===== src/common/l15_adapter_pkg.sv =====
// shared definitions for the L1.5 adapter
// widths, queue depths, L1.5 packet encodings and cache-side return types
// modules pull these in with a wildcard import in their header

package l15_adapter_pkg;

  ////////////////////////////////////////////////////////////
  // widths and data types
  ////////////////////////////////////////////////////////////

  localparam int PADDR_W = 40;

  typedef logic [PADDR_W-1:0] paddr_t;
  typedef logic [63:0]        word_t;
  // instruction fill line, two words
  typedef logic [127:0]       line_t;
  // transaction id rides in the L1.5 thread id field
  typedef logic [1:0]         tid_t;
  typedef logic [2:0]         size_t;
  // invalidation address bits 15..4 from the L1.5
  typedef logic [11:0]        inv_addr_t;
  typedef logic [15:0]        inv_idx_t;

  // queue depths
  localparam int REQ_FIFO_DEPTH  = 2;
  localparam int RTRN_FIFO_DEPTH = 2;

  // size codes for instruction misses
  localparam size_t SIZE_WORD = 3'b010;
  localparam size_t SIZE_LINE = 3'b111;

  ////////////////////////////////////////////////////////////
  // encodings
  ////////////////////////////////////////////////////////////

  typedef enum logic {
    DCACHE_LOAD_REQ  = 1'b0,
    DCACHE_STORE_REQ = 1'b1
  } dcache_rtype_e;

  // L1.5 request types
  typedef enum logic [4:0] {
    L15_LOAD_RQ  = 5'b00000,
    L15_STORE_RQ = 5'b00001,
    L15_IMISS_RQ = 5'b10000
  } l15_rqtype_e;

  // L1.5 return types, others are ignored by the decoder
  typedef enum logic [3:0] {
    L15_LOAD_RET  = 4'b0000,
    L15_IFILL_RET = 4'b0001,
    L15_EVICT_REQ = 4'b0011,
    L15_ST_ACK    = 4'b0100
  } l15_rtntype_e;

  typedef enum logic {
    ICACHE_IFILL_ACK,
    ICACHE_INV_REQ
  } icache_rtype_e;

  typedef enum logic [1:0] {
    DCACHE_LOAD_ACK,
    DCACHE_STORE_ACK,
    DCACHE_INV_REQ
  } dcache_rrtype_e;

  // packed queue words: {paddr, nc, tid}
  localparam int ICACHE_REQ_W = PADDR_W + 1 + $bits(tid_t);
  // {type, paddr, nc, size, tid, data}
  localparam int DCACHE_REQ_W = 1 + PADDR_W + 1 + $bits(size_t) + $bits(tid_t) + $bits(word_t);
  // {type, tid, nc, data1, data0, inv_addr, inv_icache, inv_dcache}
  localparam int RTRN_W = $bits(l15_rtntype_e) + $bits(tid_t) + 1 + 2 * $bits(word_t) +
                          $bits(inv_addr_t) + 2;

  // byte reversal between little-endian caches and big-endian L1.5
  function automatic word_t swap64(input word_t d);
    word_t r;
    for (int i = 0; i < 8; i++) begin
      r[8*i +: 8] = d[8*(7-i) +: 8];
    end
    return r;
  endfunction

endpackage


===== src/verilog/sync_fifo.sv =====
// first-word-fall-through queue, circular buffer with a fill count
// head is on data_o one cycle after the push that wrote it
// push while full and pop while empty are dropped

`timescale 1ns/1ps

module sync_fifo #(
  parameter int WIDTH = 8,
  parameter int DEPTH = 2
) (
  input  logic             clk_i,
  input  logic             rst_n_i,
  input  logic             push_i,
  input  logic [WIDTH-1:0] data_i,
  output logic             full_o,
  input  logic             pop_i,
  output logic [WIDTH-1:0] data_o,
  output logic             empty_o
);

  localparam int PTR_W = (DEPTH > 1) ? $clog2(DEPTH) : 1;
  localparam int CNT_W = $clog2(DEPTH + 1);

  logic [WIDTH-1:0] mem [DEPTH];
  logic [PTR_W-1:0] wptr_q;
  logic [PTR_W-1:0] rptr_q;
  logic [CNT_W-1:0] cnt_q;
  logic             push_ok;
  logic             pop_ok;

  assign full_o  = (cnt_q == CNT_W'(DEPTH));
  assign empty_o = (cnt_q == '0);
  assign push_ok = push_i & ~full_o;
  assign pop_ok  = pop_i & ~empty_o;
  // head of queue
  assign data_o  = mem[rptr_q];

  // storage, payload only
  always_ff @(posedge clk_i) begin
    if (push_ok) begin
      mem[wptr_q] <= data_i;
    end
  end

  // pointers wrap at DEPTH-1, depth need not be a power of two
  always_ff @(posedge clk_i or negedge rst_n_i) begin
    if (!rst_n_i) begin
      wptr_q <= '0;
      rptr_q <= '0;
      cnt_q  <= '0;
    end else begin
      if (push_ok) begin
        wptr_q <= (wptr_q == PTR_W'(DEPTH - 1)) ? '0 : wptr_q + 1'b1;
      end
      if (pop_ok) begin
        rptr_q <= (rptr_q == PTR_W'(DEPTH - 1)) ? '0 : rptr_q + 1'b1;
      end
      // simultaneous push and pop leaves the count alone
      if (push_ok && !pop_ok) begin
        cnt_q <= cnt_q + 1'b1;
      end else if (pop_ok && !push_ok) begin
        cnt_q <= cnt_q - 1'b1;
      end
    end
  end

endmodule


===== src/request/l15_req_arbiter.sv =====
// round-robin arbiter with lock-in between the instruction and data queues
// builds the L1.5 request packet from the granted queue head
// store data is byte-reversed for the big-endian L1.5

`timescale 1ns/1ps

module l15_req_arbiter import l15_adapter_pkg::*; (
  input  logic          clk_i,
  input  logic          rst_n_i,
  // instruction queue head
  input  logic          icache_vld_i,
  input  paddr_t        icache_paddr_i,
  input  logic          icache_nc_i,
  input  tid_t          icache_tid_i,
  // data queue head
  input  logic          dcache_vld_i,
  input  dcache_rtype_e dcache_type_i,
  input  paddr_t        dcache_paddr_i,
  input  logic          dcache_nc_i,
  input  size_t         dcache_size_i,
  input  tid_t          dcache_tid_i,
  input  word_t         dcache_data_i,
  input  logic          l15_ack_i,
  // queue pops
  output logic          icache_pop_o,
  output logic          dcache_pop_o,
  // L1.5 request
  output logic          l15_val_o,
  output l15_rqtype_e   l15_rqtype_o,
  output logic          l15_nc_o,
  output size_t         l15_size_o,
  output tid_t          l15_tid_o,
  output paddr_t        l15_addr_o,
  output word_t         l15_data_o
);

  // side served last, 0 icache and 1 dcache
  logic last_q;
  // a request is pending without ack, grant is frozen
  logic lock_q;
  logic lock_idx_q;
  logic idx;
  logic done;

  ////////////////////////////////////////////////////////////
  // arbitration
  ////////////////////////////////////////////////////////////

  always_comb begin
    if (lock_q) begin
      idx = lock_idx_q;
    end else if (icache_vld_i && dcache_vld_i) begin
      idx = ~last_q;
    end else begin
      idx = dcache_vld_i;
    end
  end

  assign l15_val_o = icache_vld_i | dcache_vld_i;
  assign done      = l15_val_o & l15_ack_i;

  // pointer only moves on ack
  always_ff @(posedge clk_i or negedge rst_n_i) begin
    if (!rst_n_i) begin
      last_q     <= 1'b1;
      lock_q     <= 1'b0;
      lock_idx_q <= 1'b0;
    end else if (done) begin
      last_q <= idx;
      lock_q <= 1'b0;
    end else if (l15_val_o) begin
      lock_q     <= 1'b1;
      lock_idx_q <= idx;
    end
  end

  // ack pops the granted queue
  assign icache_pop_o = done & ~idx;
  assign dcache_pop_o = done & idx;

  ////////////////////////////////////////////////////////////
  // packet encoding
  ////////////////////////////////////////////////////////////

  always_comb begin
    l15_rqtype_o = L15_IMISS_RQ;
    if (idx) begin
      l15_rqtype_o = (dcache_type_i == DCACHE_STORE_REQ) ? L15_STORE_RQ : L15_LOAD_RQ;
    end
  end

  // non-cacheable fetches are single words, the rest full lines
  assign l15_size_o = idx ? dcache_size_i : (icache_nc_i ? SIZE_WORD : SIZE_LINE);
  assign l15_nc_o   = idx ? dcache_nc_i : icache_nc_i;
  assign l15_tid_o  = idx ? dcache_tid_i : icache_tid_i;
  assign l15_addr_o = idx ? dcache_paddr_i : icache_paddr_i;
  // no payload on instruction misses
  assign l15_data_o = idx ? swap64(dcache_data_i) : '0;

endmodule


===== src/return/l15_rtrn_decoder.sv =====
// return path from the L1.5
// queues accepted packets, pops the head every cycle and routes it
// to the instruction or data cache, which must take it at once
// data is byte-reversed back to little-endian

`timescale 1ns/1ps

module l15_rtrn_decoder import l15_adapter_pkg::*; (
  input  logic           clk_i,
  input  logic           rst_n_i,
  // L1.5 return
  input  logic           l15_rtrn_val_i,
  output logic           l15_rtrn_ready_o,
  input  l15_rtntype_e   l15_rtrn_type_i,
  input  tid_t           l15_rtrn_tid_i,
  input  logic           l15_rtrn_nc_i,
  input  word_t          l15_rtrn_data0_i,
  input  word_t          l15_rtrn_data1_i,
  input  inv_addr_t      l15_rtrn_inv_addr_i,
  input  logic           l15_rtrn_inv_icache_i,
  input  logic           l15_rtrn_inv_dcache_i,
  // instruction cache return
  output logic           icache_rtrn_valid_o,
  output icache_rtype_e  icache_rtrn_type_o,
  output tid_t           icache_rtrn_tid_o,
  output logic           icache_rtrn_nc_o,
  output line_t          icache_rtrn_data_o,
  output inv_idx_t       icache_rtrn_inv_idx_o,
  // data cache return
  output logic           dcache_rtrn_valid_o,
  output dcache_rrtype_e dcache_rtrn_type_o,
  output tid_t           dcache_rtrn_tid_o,
  output word_t          dcache_rtrn_data_o,
  output inv_idx_t       dcache_rtrn_inv_idx_o
);

  logic [RTRN_W-1:0] rtrn_word;
  logic [RTRN_W-1:0] rtrn_head;
  logic              rtrn_full;
  logic              rtrn_empty;
  // unpacked head fields
  logic [3:0]        head_type_raw;
  l15_rtntype_e      head_type;
  tid_t              head_tid;
  logic              head_nc;
  word_t             head_data0;
  word_t             head_data1;
  inv_addr_t         head_inv_addr;
  logic              head_inv_ic;
  logic              head_inv_dc;

  assign l15_rtrn_ready_o = ~rtrn_full;
  assign rtrn_word = {l15_rtrn_type_i, l15_rtrn_tid_i, l15_rtrn_nc_i, l15_rtrn_data1_i,
                      l15_rtrn_data0_i, l15_rtrn_inv_addr_i, l15_rtrn_inv_icache_i,
                      l15_rtrn_inv_dcache_i};

  // popped every non-empty cycle, so each packet is seen exactly once
  sync_fifo #(
    .WIDTH   (RTRN_W),
    .DEPTH   (RTRN_FIFO_DEPTH)
  ) i_rtrn_fifo (
    .clk_i   (clk_i),
    .rst_n_i (rst_n_i),
    .push_i  (l15_rtrn_val_i & l15_rtrn_ready_o),
    .data_i  (rtrn_word),
    .full_o  (rtrn_full),
    .pop_i   (~rtrn_empty),
    .data_o  (rtrn_head),
    .empty_o (rtrn_empty)
  );

  assign {head_type_raw, head_tid, head_nc, head_data1, head_data0, head_inv_addr,
          head_inv_ic, head_inv_dc} = rtrn_head;
  assign head_type = l15_rtntype_e'(head_type_raw);

  ////////////////////////////////////////////////////////////
  // type decode
  ////////////////////////////////////////////////////////////

  always_comb begin
    icache_rtrn_valid_o = 1'b0;
    dcache_rtrn_valid_o = 1'b0;
    icache_rtrn_type_o  = ICACHE_IFILL_ACK;
    dcache_rtrn_type_o  = DCACHE_LOAD_ACK;
    if (!rtrn_empty) begin
      case (head_type)
        L15_LOAD_RET: begin
          dcache_rtrn_valid_o = 1'b1;
        end
        L15_ST_ACK: begin
          dcache_rtrn_type_o  = DCACHE_STORE_ACK;
          dcache_rtrn_valid_o = 1'b1;
        end
        L15_IFILL_RET: begin
          icache_rtrn_valid_o = 1'b1;
        end
        // invalidation goes to each flagged side, possibly both
        L15_EVICT_REQ: begin
          icache_rtrn_type_o  = ICACHE_INV_REQ;
          dcache_rtrn_type_o  = DCACHE_INV_REQ;
          icache_rtrn_valid_o = head_inv_ic;
          dcache_rtrn_valid_o = head_inv_dc;
        end
        default: begin
          // unsupported return, dropped
        end
      endcase
    end
  end

  // line layout: swapped data1 above swapped data0
  assign icache_rtrn_data_o    = {swap64(head_data1), swap64(head_data0)};
  assign dcache_rtrn_data_o    = swap64(head_data0);
  assign icache_rtrn_tid_o     = head_tid;
  assign dcache_rtrn_tid_o     = head_tid;
  assign icache_rtrn_nc_o      = head_nc;
  // index is the 16 bit line address
  assign icache_rtrn_inv_idx_o = {head_inv_addr, 4'b0000};
  assign dcache_rtrn_inv_idx_o = {head_inv_addr, 4'b0000};

endmodule


===== src/verilog/l15_adapter_top.sv =====
// adapter between the L1 instruction and data caches and the L1.5 port
// each cache request side has its own small queue, the arbiter merges
// them into one L1.5 request, the decoder routes returns back

`timescale 1ns/1ps

module l15_adapter_top import l15_adapter_pkg::*; (
  input  logic           clk_i,
  input  logic           rst_n_i,
  // instruction cache requests
  input  logic           icache_req_valid_i,
  output logic           icache_req_ready_o,
  input  paddr_t         icache_req_paddr_i,
  input  logic           icache_req_nc_i,
  input  tid_t           icache_req_tid_i,
  // data cache requests
  input  logic           dcache_req_valid_i,
  output logic           dcache_req_ready_o,
  input  dcache_rtype_e  dcache_req_type_i,
  input  paddr_t         dcache_req_paddr_i,
  input  logic           dcache_req_nc_i,
  input  size_t          dcache_req_size_i,
  input  tid_t           dcache_req_tid_i,
  input  word_t          dcache_req_data_i,
  // L1.5 request
  output logic           l15_val_o,
  input  logic           l15_ack_i,
  output l15_rqtype_e    l15_rqtype_o,
  output logic           l15_nc_o,
  output size_t          l15_size_o,
  output tid_t           l15_tid_o,
  output paddr_t         l15_addr_o,
  output word_t          l15_data_o,
  // L1.5 return
  input  logic           l15_rtrn_val_i,
  output logic           l15_rtrn_ready_o,
  input  l15_rtntype_e   l15_rtrn_type_i,
  input  tid_t           l15_rtrn_tid_i,
  input  logic           l15_rtrn_nc_i,
  input  word_t          l15_rtrn_data0_i,
  input  word_t          l15_rtrn_data1_i,
  input  inv_addr_t      l15_rtrn_inv_addr_i,
  input  logic           l15_rtrn_inv_icache_i,
  input  logic           l15_rtrn_inv_dcache_i,
  // returns to the caches, valid only
  output logic           icache_rtrn_valid_o,
  output icache_rtype_e  icache_rtrn_type_o,
  output tid_t           icache_rtrn_tid_o,
  output logic           icache_rtrn_nc_o,
  output line_t          icache_rtrn_data_o,
  output inv_idx_t       icache_rtrn_inv_idx_o,
  output logic           dcache_rtrn_valid_o,
  output dcache_rrtype_e dcache_rtrn_type_o,
  output tid_t           dcache_rtrn_tid_o,
  output word_t          dcache_rtrn_data_o,
  output inv_idx_t       dcache_rtrn_inv_idx_o
);

  logic [ICACHE_REQ_W-1:0] ic_head;
  logic [DCACHE_REQ_W-1:0] dc_head;
  logic                    ic_full;
  logic                    ic_empty;
  logic                    ic_pop;
  logic                    dc_full;
  logic                    dc_empty;
  logic                    dc_pop;
  // unpacked queue heads
  paddr_t                  ic_paddr;
  logic                    ic_nc;
  tid_t                    ic_tid;
  logic                    dc_type;
  paddr_t                  dc_paddr;
  logic                    dc_nc;
  size_t                   dc_size;
  tid_t                    dc_tid;
  word_t                   dc_data;

  ////////////////////////////////////////////////////////////
  // request queues
  ////////////////////////////////////////////////////////////

  assign icache_req_ready_o = ~ic_full;
  assign dcache_req_ready_o = ~dc_full;

  sync_fifo #(
    .WIDTH   (ICACHE_REQ_W),
    .DEPTH   (REQ_FIFO_DEPTH)
  ) i_icache_fifo (
    .clk_i   (clk_i),
    .rst_n_i (rst_n_i),
    .push_i  (icache_req_valid_i & icache_req_ready_o),
    .data_i  ({icache_req_paddr_i, icache_req_nc_i, icache_req_tid_i}),
    .full_o  (ic_full),
    .pop_i   (ic_pop),
    .data_o  (ic_head),
    .empty_o (ic_empty)
  );

  sync_fifo #(
    .WIDTH   (DCACHE_REQ_W),
    .DEPTH   (REQ_FIFO_DEPTH)
  ) i_dcache_fifo (
    .clk_i   (clk_i),
    .rst_n_i (rst_n_i),
    .push_i  (dcache_req_valid_i & dcache_req_ready_o),
    .data_i  ({dcache_req_type_i, dcache_req_paddr_i, dcache_req_nc_i, dcache_req_size_i,
               dcache_req_tid_i, dcache_req_data_i}),
    .full_o  (dc_full),
    .pop_i   (dc_pop),
    .data_o  (dc_head),
    .empty_o (dc_empty)
  );

  assign {ic_paddr, ic_nc, ic_tid} = ic_head;
  assign {dc_type, dc_paddr, dc_nc, dc_size, dc_tid, dc_data} = dc_head;

  ////////////////////////////////////////////////////////////
  // arbiter and return decoder
  ////////////////////////////////////////////////////////////

  l15_req_arbiter i_arbiter (
    .clk_i          (clk_i),
    .rst_n_i        (rst_n_i),
    .icache_vld_i   (~ic_empty),
    .icache_paddr_i (ic_paddr),
    .icache_nc_i    (ic_nc),
    .icache_tid_i   (ic_tid),
    .dcache_vld_i   (~dc_empty),
    .dcache_type_i  (dcache_rtype_e'(dc_type)),
    .dcache_paddr_i (dc_paddr),
    .dcache_nc_i    (dc_nc),
    .dcache_size_i  (dc_size),
    .dcache_tid_i   (dc_tid),
    .dcache_data_i  (dc_data),
    .l15_ack_i      (l15_ack_i),
    .icache_pop_o   (ic_pop),
    .dcache_pop_o   (dc_pop),
    .l15_val_o      (l15_val_o),
    .l15_rqtype_o   (l15_rqtype_o),
    .l15_nc_o       (l15_nc_o),
    .l15_size_o     (l15_size_o),
    .l15_tid_o      (l15_tid_o),
    .l15_addr_o     (l15_addr_o),
    .l15_data_o     (l15_data_o)
  );

  l15_rtrn_decoder i_rtrn_decoder (
    .clk_i                 (clk_i),
    .rst_n_i               (rst_n_i),
    .l15_rtrn_val_i        (l15_rtrn_val_i),
    .l15_rtrn_ready_o      (l15_rtrn_ready_o),
    .l15_rtrn_type_i       (l15_rtrn_type_i),
    .l15_rtrn_tid_i        (l15_rtrn_tid_i),
    .l15_rtrn_nc_i         (l15_rtrn_nc_i),
    .l15_rtrn_data0_i      (l15_rtrn_data0_i),
    .l15_rtrn_data1_i      (l15_rtrn_data1_i),
    .l15_rtrn_inv_addr_i   (l15_rtrn_inv_addr_i),
    .l15_rtrn_inv_icache_i (l15_rtrn_inv_icache_i),
    .l15_rtrn_inv_dcache_i (l15_rtrn_inv_dcache_i),
    .icache_rtrn_valid_o   (icache_rtrn_valid_o),
    .icache_rtrn_type_o    (icache_rtrn_type_o),
    .icache_rtrn_tid_o     (icache_rtrn_tid_o),
    .icache_rtrn_nc_o      (icache_rtrn_nc_o),
    .icache_rtrn_data_o    (icache_rtrn_data_o),
    .icache_rtrn_inv_idx_o (icache_rtrn_inv_idx_o),
    .dcache_rtrn_valid_o   (dcache_rtrn_valid_o),
    .dcache_rtrn_type_o    (dcache_rtrn_type_o),
    .dcache_rtrn_tid_o     (dcache_rtrn_tid_o),
    .dcache_rtrn_data_o    (dcache_rtrn_data_o),
    .dcache_rtrn_inv_idx_o (dcache_rtrn_inv_idx_o)
  );

endmodule


===== config.mk =====
export PLATFORM = sky130hd
export DESIGN_NAME = l15_adapter_top
export DESIGN_NICKNAME = d
export VERILOG_FILES = /design/src/common/l15_adapter_pkg.sv /design/src/verilog/sync_fifo.sv /design/src/request/l15_req_arbiter.sv /design/src/return/l15_rtrn_decoder.sv /design/src/verilog/l15_adapter_top.sv
export SDC_FILE = /design/constraint.sdc
export NUM_CORES = 1
export LEC_CHECK = 0
export BUFFER_PORTS_ARGS = -buffer_cell sky130_fd_sc_hd__buf_2
export CAP_MARGIN = 15
export CORE_AREA = 2 2 259 261
export CTS_BUF_LIST = sky130_fd_sc_hd__clkbuf_4
export DETAILED_ROUTE_END_ITERATION = 7
export DIE_AREA = 0 0 261 263
export GPL_TIMING_DRIVEN = 0
export REMOVE_ABC_BUFFERS = 1
export SLEW_MARGIN = 20
export SYNTH_ARGS = -nofsm -noshare
export SYNTH_HDL_FRONTEND = slang
export SYNTH_SLANG_ARGS = --single-unit

===== constraint.sdc =====
create_clock -name clk_i -period 18.25 [get_ports clk_i]
set_clock_uncertainty 0.2 [all_clocks]
set_input_delay 3.65 -clock clk_i [delete_from_list [all_inputs] [get_ports clk_i]]
set_output_delay 3.65 -clock clk_i [all_outputs]
set_load 0.005 [all_outputs]

# --- Yosys cells after proc, flatten, opt, wreduce, memory -nomap -nowiden ---
# Memory sizes are Yosys's and may differ from the RTL's.
# Cells that the tools add are included.
word_totals:
  register_bits: 15
  romBits: 0
  in_bits: 309
  latchBits: 0
  n_memories: 3
  ram_bits: 606
classes:
  shift: 0
  n_reduce_logical: 22
  eq_ne: 6
  n_div: 0
  order_cmp: 0
  addsub: 12
  mul: 0
  mux: 38
  bitwise_logic: 21
memory_table:
  columns: ["memory", "depth", "word_bits", "read_ports", "rd_clocked_by_memory_dff", "write_ports", "line", "source"]
  rows:
  - ["i_rtrn_decoder.i_rtrn_fifo.mem", 2, 149, 1, 0, 1, "sync_fifo.sv:24", "logic [WIDTH-1:0] mem [DEPTH];"]
  - ["i_dcache_fifo.mem", 2, 111, 1, 0, 1, "sync_fifo.sv:24", null]
  - ["i_icache_fifo.mem", 2, 43, 1, 0, 1, "sync_fifo.sv:24", null]
op_table:
  columns: ["operator", "count"]
  rows:
  - ["$mux 64", 1]
  - ["$mux 40", 1]
  - ["$mux 1", 22]
  - ["$mux 2", 8]
  - ["$and 1x1->1", 11]
  - ["$not 1->1", 9]
  - ["$reduce_bool 2->1", 4]
  - ["$logic_and 1x1->1", 7]
  - ["$add 1x1->1 const B", 6]
  - ["$add 2x1->2 const B", 3]
  - ["$eq 2x2->1 const B", 3]
  - ["$logic_not 2->1", 3]
  - ["$mux 3", 2]
  - ["$sub 2x1->2 const B", 3]
  - ["$logic_not 1->1", 5]
  - ["$mux 5", 1]
  - ["$eq 4x1->1 const B", 1]
  - ["$eq 4x2->1 const B", 1]
  - ["$eq 4x3->1 const B", 1]
  - ["$logic_not 4->1", 1]
  - ["$pmux 1 s2", 2]
  - ["$pmux 2 s2", 1]
  - ["$reduce_and 2->1", 1]
  - ["$reduce_or 2->1", 1]
  - ["$or 1x1->1", 1]

# --- Depth between registers and ports, before layout ---
# Gate-level depths: netlist (run 1).
logic_depth:
  depth_word: 11
  mapped_depth: 8
  mapped_depth_nobuf: 7

# --- Hierarchy ---
# Synthesis (run 1) repeated with hierarchy kept, for this count alone.
hier_totals:
  hier_cells: 1250
  area_unflattened_um2: 25219.2
by_module_without_submodules:
  columns: ["module", "area_per_inst_um2", "n_inst", "seq_area_each_um2", "cells_each"]
  rows:
  - ["sync_fifo (i_rtrn_decoder.i_rtrn_fifo)", 11362.1, 1, 9048.7, 483]
  - ["sync_fifo (i_dcache_fifo)", 8225.4, 1, 6766.5, 364]
  - ["sync_fifo (i_icache_fifo)", 3500.9, 1, 2682.6, 153]
  - ["l15_req_arbiter", 1365.1, 1, 76.3, 145]
  - ["l15_rtrn_decoder", 738.2, 1, 0.0, 99]
  - ["l15_adapter_top", 27.5, 1, 0.0, 6]

# --- Worst setup path after synthesis (run 1) ---
# OpenSTA, ideal clock, no wires.
synth_timing:
  path_kind: "input to register"
  startpoint: "input port l15_rtrn_val_i"
  endpoint: "memory i_rtrn_decoder.i_rtrn_fifo.mem[0][0] in the netlist's numbering (enable)"
  stages: 2
  t_arrival_ns: 9.925
  setup_slack_ns: 7.466
  path_cell_list: "nand2_1 -> nor2_1"
synth_between:
  elab_chain_cells: 4
synth_lines:
  columns: ["item", "line", "source"]
  rows:
  - ["start: declaration", "l15_adapter_top.sv:35", "input logic l15_rtrn_val_i,"]
  - ["$and 1x1->1", "l15_rtrn_decoder.sv:64", ".push_i (l15_rtrn_val_i & l15_rtrn_ready_o),"]
  - ["$and 1x1->1", "sync_fifo.sv:33", "assign push_ok = push_i & ~full_o;"]
  - ["$mux 1", "sync_fifo.sv:40", "if (push_ok) begin"]
  - ["$mux 1 (implied by the code)", "sync_fifo.sv:41", "mem[wptr_q] <= data_i;"]
  - ["end: declaration", "sync_fifo.sv:24", null]
# Every way passes these cells.

# --- Final worst setup path (run 1) ---
layout_timing:
  startpoint: "register i_dcache_fifo.cnt_q[0]"
  endpoint: "output port l15_addr_o[20]"
layout_between:
  elab_chain_cells: 6
layout_lines:
  columns: ["item", "line", "source"]
  rows:
  - ["start: declaration", "sync_fifo.sv:27", "logic [CNT_W-1:0] cnt_q;"]
  - ["start signal: assignment", "sync_fifo.sv:60", "cnt_q <= cnt_q + 1'b1;"]
  - ["start signal: assignment", "sync_fifo.sv:62", "cnt_q <= cnt_q - 1'b1;"]
  - ["$logic_not 2->1 *", "sync_fifo.sv:32", "assign empty_o = (cnt_q == '0);"]
  - ["$not 1->1 *", "l15_adapter_top.sv:128", ".dcache_vld_i (~dc_empty),"]
  - ["$logic_and 1x1->1", "l15_req_arbiter.sv:52", "end else if (icache_vld_i && dcache_vld_i) begin"]
  - ["$mux 1 *", "l15_req_arbiter.sv:52", null]
  - ["$mux 1 *", "l15_req_arbiter.sv:50", "if (lock_q) begin"]
  - ["$mux 40 *", "l15_req_arbiter.sv:96", "assign l15_addr_o = idx ? dcache_paddr_i : icache_paddr_i;"]
  - ["end: declaration", "l15_adapter_top.sv:32", "output paddr_t l15_addr_o,"]
# Mark *: on every way between the ends. The rest lies on a longest branch, timed or not.

==> run_results.csv, run 1 <==
group,metric,value,unit
status,outcome,"complete, no violations",
hold_path,whs_endpoint,"i_rtrn_decoder.i_rtrn_fifo.cnt_q[1]",
die,rows,94,
setup_path,end_kind,"output pin",
logic_synthesis,seq_area_frac_synth,77.89,%
detailed_routing,routed-wl-met2,31250,um
timing,drv_slew,0,
cts,ctsHoldBuffers,0,
cts,cts_tree,"done",
setup_path,worstSetupStartpointType,"flip-flop",
cells_and_area,seq_area,18590,um2
setup_path,r2r_cells,8,
setup_path,path_max_fanout,63,
detailed_routing,drt-met1-wl,21070,um
cells_and_area,fill_cells,5835,
cts,cts_buffers,160,
setup_path,rrSetupSlack,15410,ps
global_route,grt_pass1_wl,86560,um
global_route,grt_max_degree,64,
timing,fmax,0.1411,GHz
logic_synthesis,syn_inst,1238,
detailed_routing,wl_per_cell,20.80,um
detailed_routing,ant_nets,0,
timing,worst_pin_slew,669.8,ps
detailed_routing,drt-total-wl,61060,um
timing,relSlewSlack,55.35,%
timing,hold_viol_final,0,
pwr,p_leak,11.97,nW
detailed_routing,top_layer_used,"met5",
global_route,grt_overflow,0,
cts,cts.sinks,621,
setup_path,worstReg2RegEnd,"i_rtrn_decoder.i_rtrn_fifo.mem[0][101]",
cells_and_area,syn2layout_area_growth,25.69,%
cts,cts_resized,0,
cts,cts_root_buf,"clkbuf_4",
setup_path,r2r-start,"i_rtrn_decoder.i_rtrn_fifo.cnt_q[0]",
job,drv_cap,0,
cts,htree_levels,4,
detailed_routing,drc,0,
setup_path,cp_slowest_stage_delay,450,ps
cts,post_cts_buffers,0,
logic_synthesis,syn_area_per_cell,19.26,um2
pwr,p_per_area,161.5,nW/um2
cts,clock_path_buffers,3,
die,coreArea,65630,um2
cts,clkTransAtPathRegs,60,ps
placement,hpwl,43650,um
global_route,antenna_found_initial,38,
timing,rsz0062_at_grt,"no",
detailed_routing,wl_met3,6565,um
setup_path,cp.arrival,3240,ps
detailed_routing,first_iter_violations,789,
cells_and_area,drive_gt1_share,52.55,%
timing,setup_ws,11160,ps
hold_path,hp-start,"i_rtrn_decoder.i_rtrn_fifo.cnt_q[1]",
detailed_routing,first_pass_iters,7,
setup_path,slowest_stage,"dfrtp_1",
hold_path,min_path_cells,1,
die,dieArea,68640,um2
detailed_routing,vias_per_cell,4.608,
die,io_pins,662,
logic_synthesis,synth_area,23850,um2
setup_path,worstSetupPathType,"reg2out",
timing,fin_crit_sh,38.84,%
timing,fin_setup_tns,0,ps
hold_path,hold_path_class,"reg2reg",
timing,setup_viol,0,
die,die_w,261,um
detailed_routing,vias,13530,
timing,fin_crit,7088,ps
pwr,irDropWorstVdd,97.59,uV
logic_synthesis,yosysWarnings,0,
setup_path,cp_cell_sequence,"o21bai_1 > o21ai_4 > inv_6 > buf_16 > mux2i_1 > buf_2",
cts,insertion_delay,900,ps
global_route,grt_usage,17.28,%
placement,place_congestion,0.8017,
logic_synthesis,synth_cell_types,36,
cells_and_area,multiInputGateArea,4409,um2
placement,io_buffers,650,
global_route,first_global_vias,14210,
setup_path,cp_data_required_time,14400,ps
placement,post-place-ws,11990,ps
cells_and_area,nets,2263,
die,die_h,263,um
die,initial_core_util,36.33,%
logic_synthesis,ys_ff_latch,621,
[synth_stat cells, drive strengths merged]
cell type	count	area share [%]
a31oi	1	0.026
dfstp	1	0.11
and3	3	0.079
o2111ai	2	0.073
nand2b	5	0.13
xnor2	9	0.33
o22ai	2	0.052
buf	133	3.8
mux2	148	7.0
nand2	7	0.11
xor2	6	0.22
o221ai	1	0.037
nor2	74	1.2
o21ai	3	0.11
nor4	2	0.052
nor4b	1	0.037
or2	2	0.052
nor3b	1	0.031
a21oi	2	0.042
conb	1	0.016
dfrtp	14	1.5
o21bai	1	0.031
inv	5	0.079
and3b	2	0.073
ha	3	0.16
o31ai	1	0.031
o41ai	1	0.037
mux2i	196	8.2
o21a	2	0.063
edfxtp	606	76
clkbuf	3	0.047
[state kept, by name (all words and copies together), names as in the netlist]
register and count:
i_icache_fifo.cnt_q 2, i_dcache_fifo.mem 222, i_dcache_fifo.wptr_q 1, i_arbiter.lock_idx_q 1
i_icache_fifo.wptr_q 1, i_icache_fifo.mem 86, i_rtrn_decoder.i_rtrn_fifo.cnt_q 2, i_rtrn_decoder.i_rtrn_fifo.rptr_q 1
i_icache_fifo.rptr_q 1, i_arbiter.last_q 1, i_arbiter.lock_q 1, i_dcache_fifo.rptr_q 1
i_dcache_fifo.cnt_q 2, i_rtrn_decoder.i_rtrn_fifo.mem 298, i_rtrn_decoder.i_rtrn_fifo.wptr_q 1
[per-layer routing]
metal,vias up,GRT usage [%]
met4,16,8.630
met2,586,29.84
met1,6560,17.19
li1,6216,-
met5,-,0
met3,152,8.319
[cell type report]
type	count	area share [%]
Sequential cell	621	62.01
Multi-Input combinational cell	486	14.71
Timing Repair Buffer	677	13.02
Clock buffer	225	5.636
Tap cell	864	3.607
Clock inverter	43	0.8141
Antenna cell	15	0.1252
Inverter	5	0.07932
[metrics by stage]
stage	area, um2	cells	hold slack [ps]	utilization (%)	power [W]
floorplan	22960	1112	260.8	-	0.003029
global placement	27300	2626	276.9	41.60	0.003867
detailed placement	28000	2653	333.5	42.67	0.003780
CTS	29930	2921	341.9	45.61	0.004936
global route	29960	2933	362.8	45.66	0.005129
finish	29970	2936	335.5	45.67	0.004840
[worst max path at each step]
stage                                      start                                    end  cells after the start
final                     i_dcache_fifo.cnt_q[0]                         l15_addr_o[20]                      6
after global routing      i_dcache_fifo.cnt_q[0]                         l15_addr_o[20]                      6
after CTS                 i_dcache_fifo.cnt_q[0]                         l15_addr_o[20]                      6
after detailed placement  i_dcache_fifo.cnt_q[0]                         l15_addr_o[20]                      6
after global placement            l15_rtrn_val_i  i_rtrn_decoder.i_rtrn_fifo.mem[0][33]                      3
after floorplan                   l15_rtrn_val_i   i_rtrn_decoder.i_rtrn_fifo.mem[0][0]                      2
[cell usage in the layout (no fill, tap or decap), types with 2 or more instances in the layout]
master	instances
inv_6	6
edfxtp_1	606
clkinv_2	5
dfrtp_1	11
nand2b_1	5
mux2_2	148
clkinv_1	26
clkbuf_4	225
buf_16	15
diode_2	15
conb_1	11
o2111ai_1	2
or2_2	2
nor4_1	2
nor2_4	3
clkinv_4	2
xnor2_1	9
mux2i_1	196
nand2_1	7
and3_4	3
and3b_1	2
buf_2	650
buf_12	11
ha_1	3
nor2_1	71
o22ai_1	2
inv_1	4
a21oi_1	2
o21a_1	2
dfrtp_4	3
clkinvlp_4	4
o21ai_0	2
xor2_1	6
[kinds of logic (layout without fill, tap and decap cells)]
| group | Yosys count | in the layout | synth area share, % |
|---|---|---|---|
| xor+xnor | 15 | 15 | 0.5510 |
| other cells | 1 | 26 | 0.01573 |
| compound gates | 16 | 16 | 0.5038 |
| simple gates | 97 | 97 | 1.732 |
| buf+inv | 141 | 950 | 3.930 |
| flops | 621 | 621 | 77.89 |
| fa+ha+maj | 3 | 3 | 0.1574 |
| mux | 344 | 344 | 15.22 |
[power by group]
group,switching (W),leakage [nW],internal [W],total (W)
Clock,0.000546,1.14,0.000583,0.00113
Sequential,0.000114,5.80,0.00195,0.00206
Combinational,0.000896,5.03,0.000751,0.00165
[worst max-delay path, delay by kind of cell (launching register included)]
family	cells	cell delay [ps]
multiplexers	1	400
AO/OA/AOI/OAI	2	500
flip-flops	1	450
buffers and inverters	3	870
No activity file was read; power rests on OpenSTA's default activity.
==> inputs of run 2 (changes only) <==
==> constraint.sdc (replaced) <==
create_clock -name clk_i -period 5.68 [get_ports clk_i]
set_clock_uncertainty 0.2 [all_clocks]
set_input_delay 1.136 -clock clk_i [delete_from_list [all_inputs] [get_ports clk_i]]
set_output_delay 1.136 -clock clk_i [all_outputs]
set_load 0.005 [all_outputs]
==> run 2 against run 1 <==
Against the previous run:
- routed wire length is essentially flat
- clock power grew to 3.2 times the previous value
- largest power group unchanged
- register-to-register slack lost 13000 ps
- worst hold slack lost 150 ps
- highest routed layer unchanged
- core utilization is essentially flat
- flip-flop and latch count is the same
==> run_results.csv, run 2 (same netlist as run 1, synthesis figures left out) <==
group,metric,value,unit
cells_and_area,drive_gt1_share,52.53,%
timing,rsz0062_at_grt,"no",
setup_path,worstSetupStartpointType,"flip-flop",
cts,htree_levels,4,
setup_path,crit_start,"i_dcache_fifo.cnt_q[0]",
hold_path,hp-start,"icache_req_paddr_i[26]",
die,dieArea,68640,um2
detailed_routing,vias_per_cell,4.620,
timing,fin_crit,4569,ps
timing,drv_slew,0,
detailed_routing,routed-wl-met2,31160,um
detailed_routing,first_iter_violations,780,
setup_path,cp_cell_sequence,"o21bai_1 > o21ai_4 > inv_6 > buf_16 > mux2i_1 > buf_2",
global_route,grt_max_degree,64,
setup_path,rrSetupSlack,2840,ps
cells_and_area,fin_util,45.68,%
cts,cts_buffers,160,
cells_and_area,design_area,29980,um2
detailed_routing,drt-met1-wl,21200,um
die,io_pins,662,
setup_path,cp.arrival,3230,ps
detailed_routing,drc,0,
cells_and_area,syn2layout_area_growth,25.71,%
setup_path,cp_slowest_stage_delay,450,ps
cts,cts_tree,"done",
timing,fmax,0.2188,GHz
cts,post_cts_buffers,0,
global_route,grt_usage,17.28,%
die,die_w,261,um
setup_path,crit_buf_inv,3,
cts,cts_root_buf,"clkbuf_4",
timing,relSlewSlack,55.58,%
detailed_routing,wl_met3,6514,um
placement,place_congestion,0.8017,
detailed_routing,wl_per_cell,20.82,um
setup_path,slowest_stage,"dfrtp_1",
detailed_routing,drt-total-wl,61090,um
timing,setup_viol,0,
pwr,p_leak,11.98,nW
timing,hold_viol_final,0,
cells_and_area,final_common_cell,"buf_2",
cells_and_area,nets,2264,
detailed_routing,ant_nets,0,
timing,worst_pin_slew,666.3,ps
detailed_routing,vias,13560,
die,die_h,263,um
die,coreArea,65630,um2
cts,clkTransAtPathRegs,60,ps
pwr,p_per_area,519.0,nW/um2
cells_and_area,top_regs,"i_rtrn_decoder.i_rtrn_fifo.mem x298, i_dcache_fifo.mem x222, i_icache_fifo.mem x86",
cells_and_area,largest_register,"i_rtrn_decoder.i_rtrn_fifo.mem",
setup_path,worstSetupPathType,"reg2out",
pwr,irDropWorstVdd,313.8,uV
detailed_routing,top_layer_used,"met5",
setup_path,path_max_fanout,63,
die,initial_core_util,36.33,%
setup_path,cp_data_required_time,4340,ps
placement,io_buffers,650,
timing,fin_setup_tns,0,ps
die,rows,94,
setup_path,r2r-start,"i_rtrn_decoder.i_rtrn_fifo.cnt_q[0]",
placement,hpwl,43650,um
global_route,grt_pass1_wl,86580,um
cells_and_area,largest_reg_flops,298,
cts,insertion_delay,900,ps
cells_and_area,final_cell_mix,"buf_2, edfxtp_1, clkbuf_4",
status,outcome,"complete, no violations",
hold_path,hold_path_class,"in2reg",
global_route,antenna_found_initial,38,
job,drv_cap,0,
cells_and_area,fill_cells,5838,
global_route,first_global_vias,14210,
cts,cts.sinks,621,
setup_path,cp_top_family,"buffers and inverters",
timing,fin_crit_sh,80.45,%
placement,place_area,28000,um2
global_route,grt_overflow,0,
pwr,finalPower,0.01556,W
detailed_routing,first_pass_iters,7,
cts,clock_path_buffers,3,
setup_path,end_kind,"output pin",
==> run 2: path summary, 6_finish.rpt <==
kind	end	depth (start not counted)
max in group asynchronous	i_rtrn_decoder.i_rtrn_fifo.rptr_q	2
worst max-delay path	l15_addr_o[20]	6
worst min-delay path	i_icache_fifo.mem[0][29]	1
worst min register to register	i_rtrn_decoder.i_rtrn_fifo.cnt_q[1]	1
worst max register to register	i_rtrn_decoder.i_rtrn_fifo.mem[0][101]	8
min in group asynchronous	i_arbiter.lock_q	2
==> run 2: worst reg2reg max path: stages (launching register included) <==
cell      delay, ps
dfrtp_1         440
nand2b_1        190
nand2_1         140
nor2_4          530
buf_16          230
buf_16          190
buf_12          210
buf_8           200
buf_12          210
==> run 2: final cells by class <==
| class | instances | area, um2 | area share [%] |
|---|---|---|---|
| well taps | 864 | 1081 | 3.606 |
| diodes | 13 | 32.53 | 0.1085 |
| inverters | 5 | 23.77 | 0.07931 |
| flip-flops and latches | 621 | 18590 | 62.00 |
| repair buffers | 678 | 3911 | 13.05 |
| multi-input cells | 486 | 4409 | 14.71 |
| clock buffers | 225 | 1689 | 5.635 |
| clock inverters | 43 | 244.0 | 0.8139 |
==> run 2: power by group <==
part	internal [W]	switching [W]
logic	0.00241	0.00288
registers	0.00626	0.000366
clock network	0.00187	0.00176
total	0.0106	0.00501
==> run 2: metrics by stage <==
| step | cells | setup WS (ps) | hold slack [ps] |
|---|---|---|---|
| finish | 2935 | 1111 | 188.2 |
| global route | 2934 | 824.0 | 40.29 |
| CTS | 2922 | 853.6 | 5.741 |
| detailed placement | 2653 | 1934 | 333.5 |
| global placement | 2626 | -6740 | 276.9 |
| floorplan | 1112 | -2590 | 260.8 |
==> run 2: metal layers <==
layer | vias up | global-route usage [%]
li1 | 6227 | -
met1 | 6570 | 17.20
met2 | 589 | 29.84
met3 | 155 | 8.319
met4 | 18 | 8.630
met5 | - | 0
==> run 2: repair_timing <==
item	CTS	global route
hold buffers	1	0
setup endpoints to repair	0	0
resized for setup	0	0
hold endpoints to repair	14	0
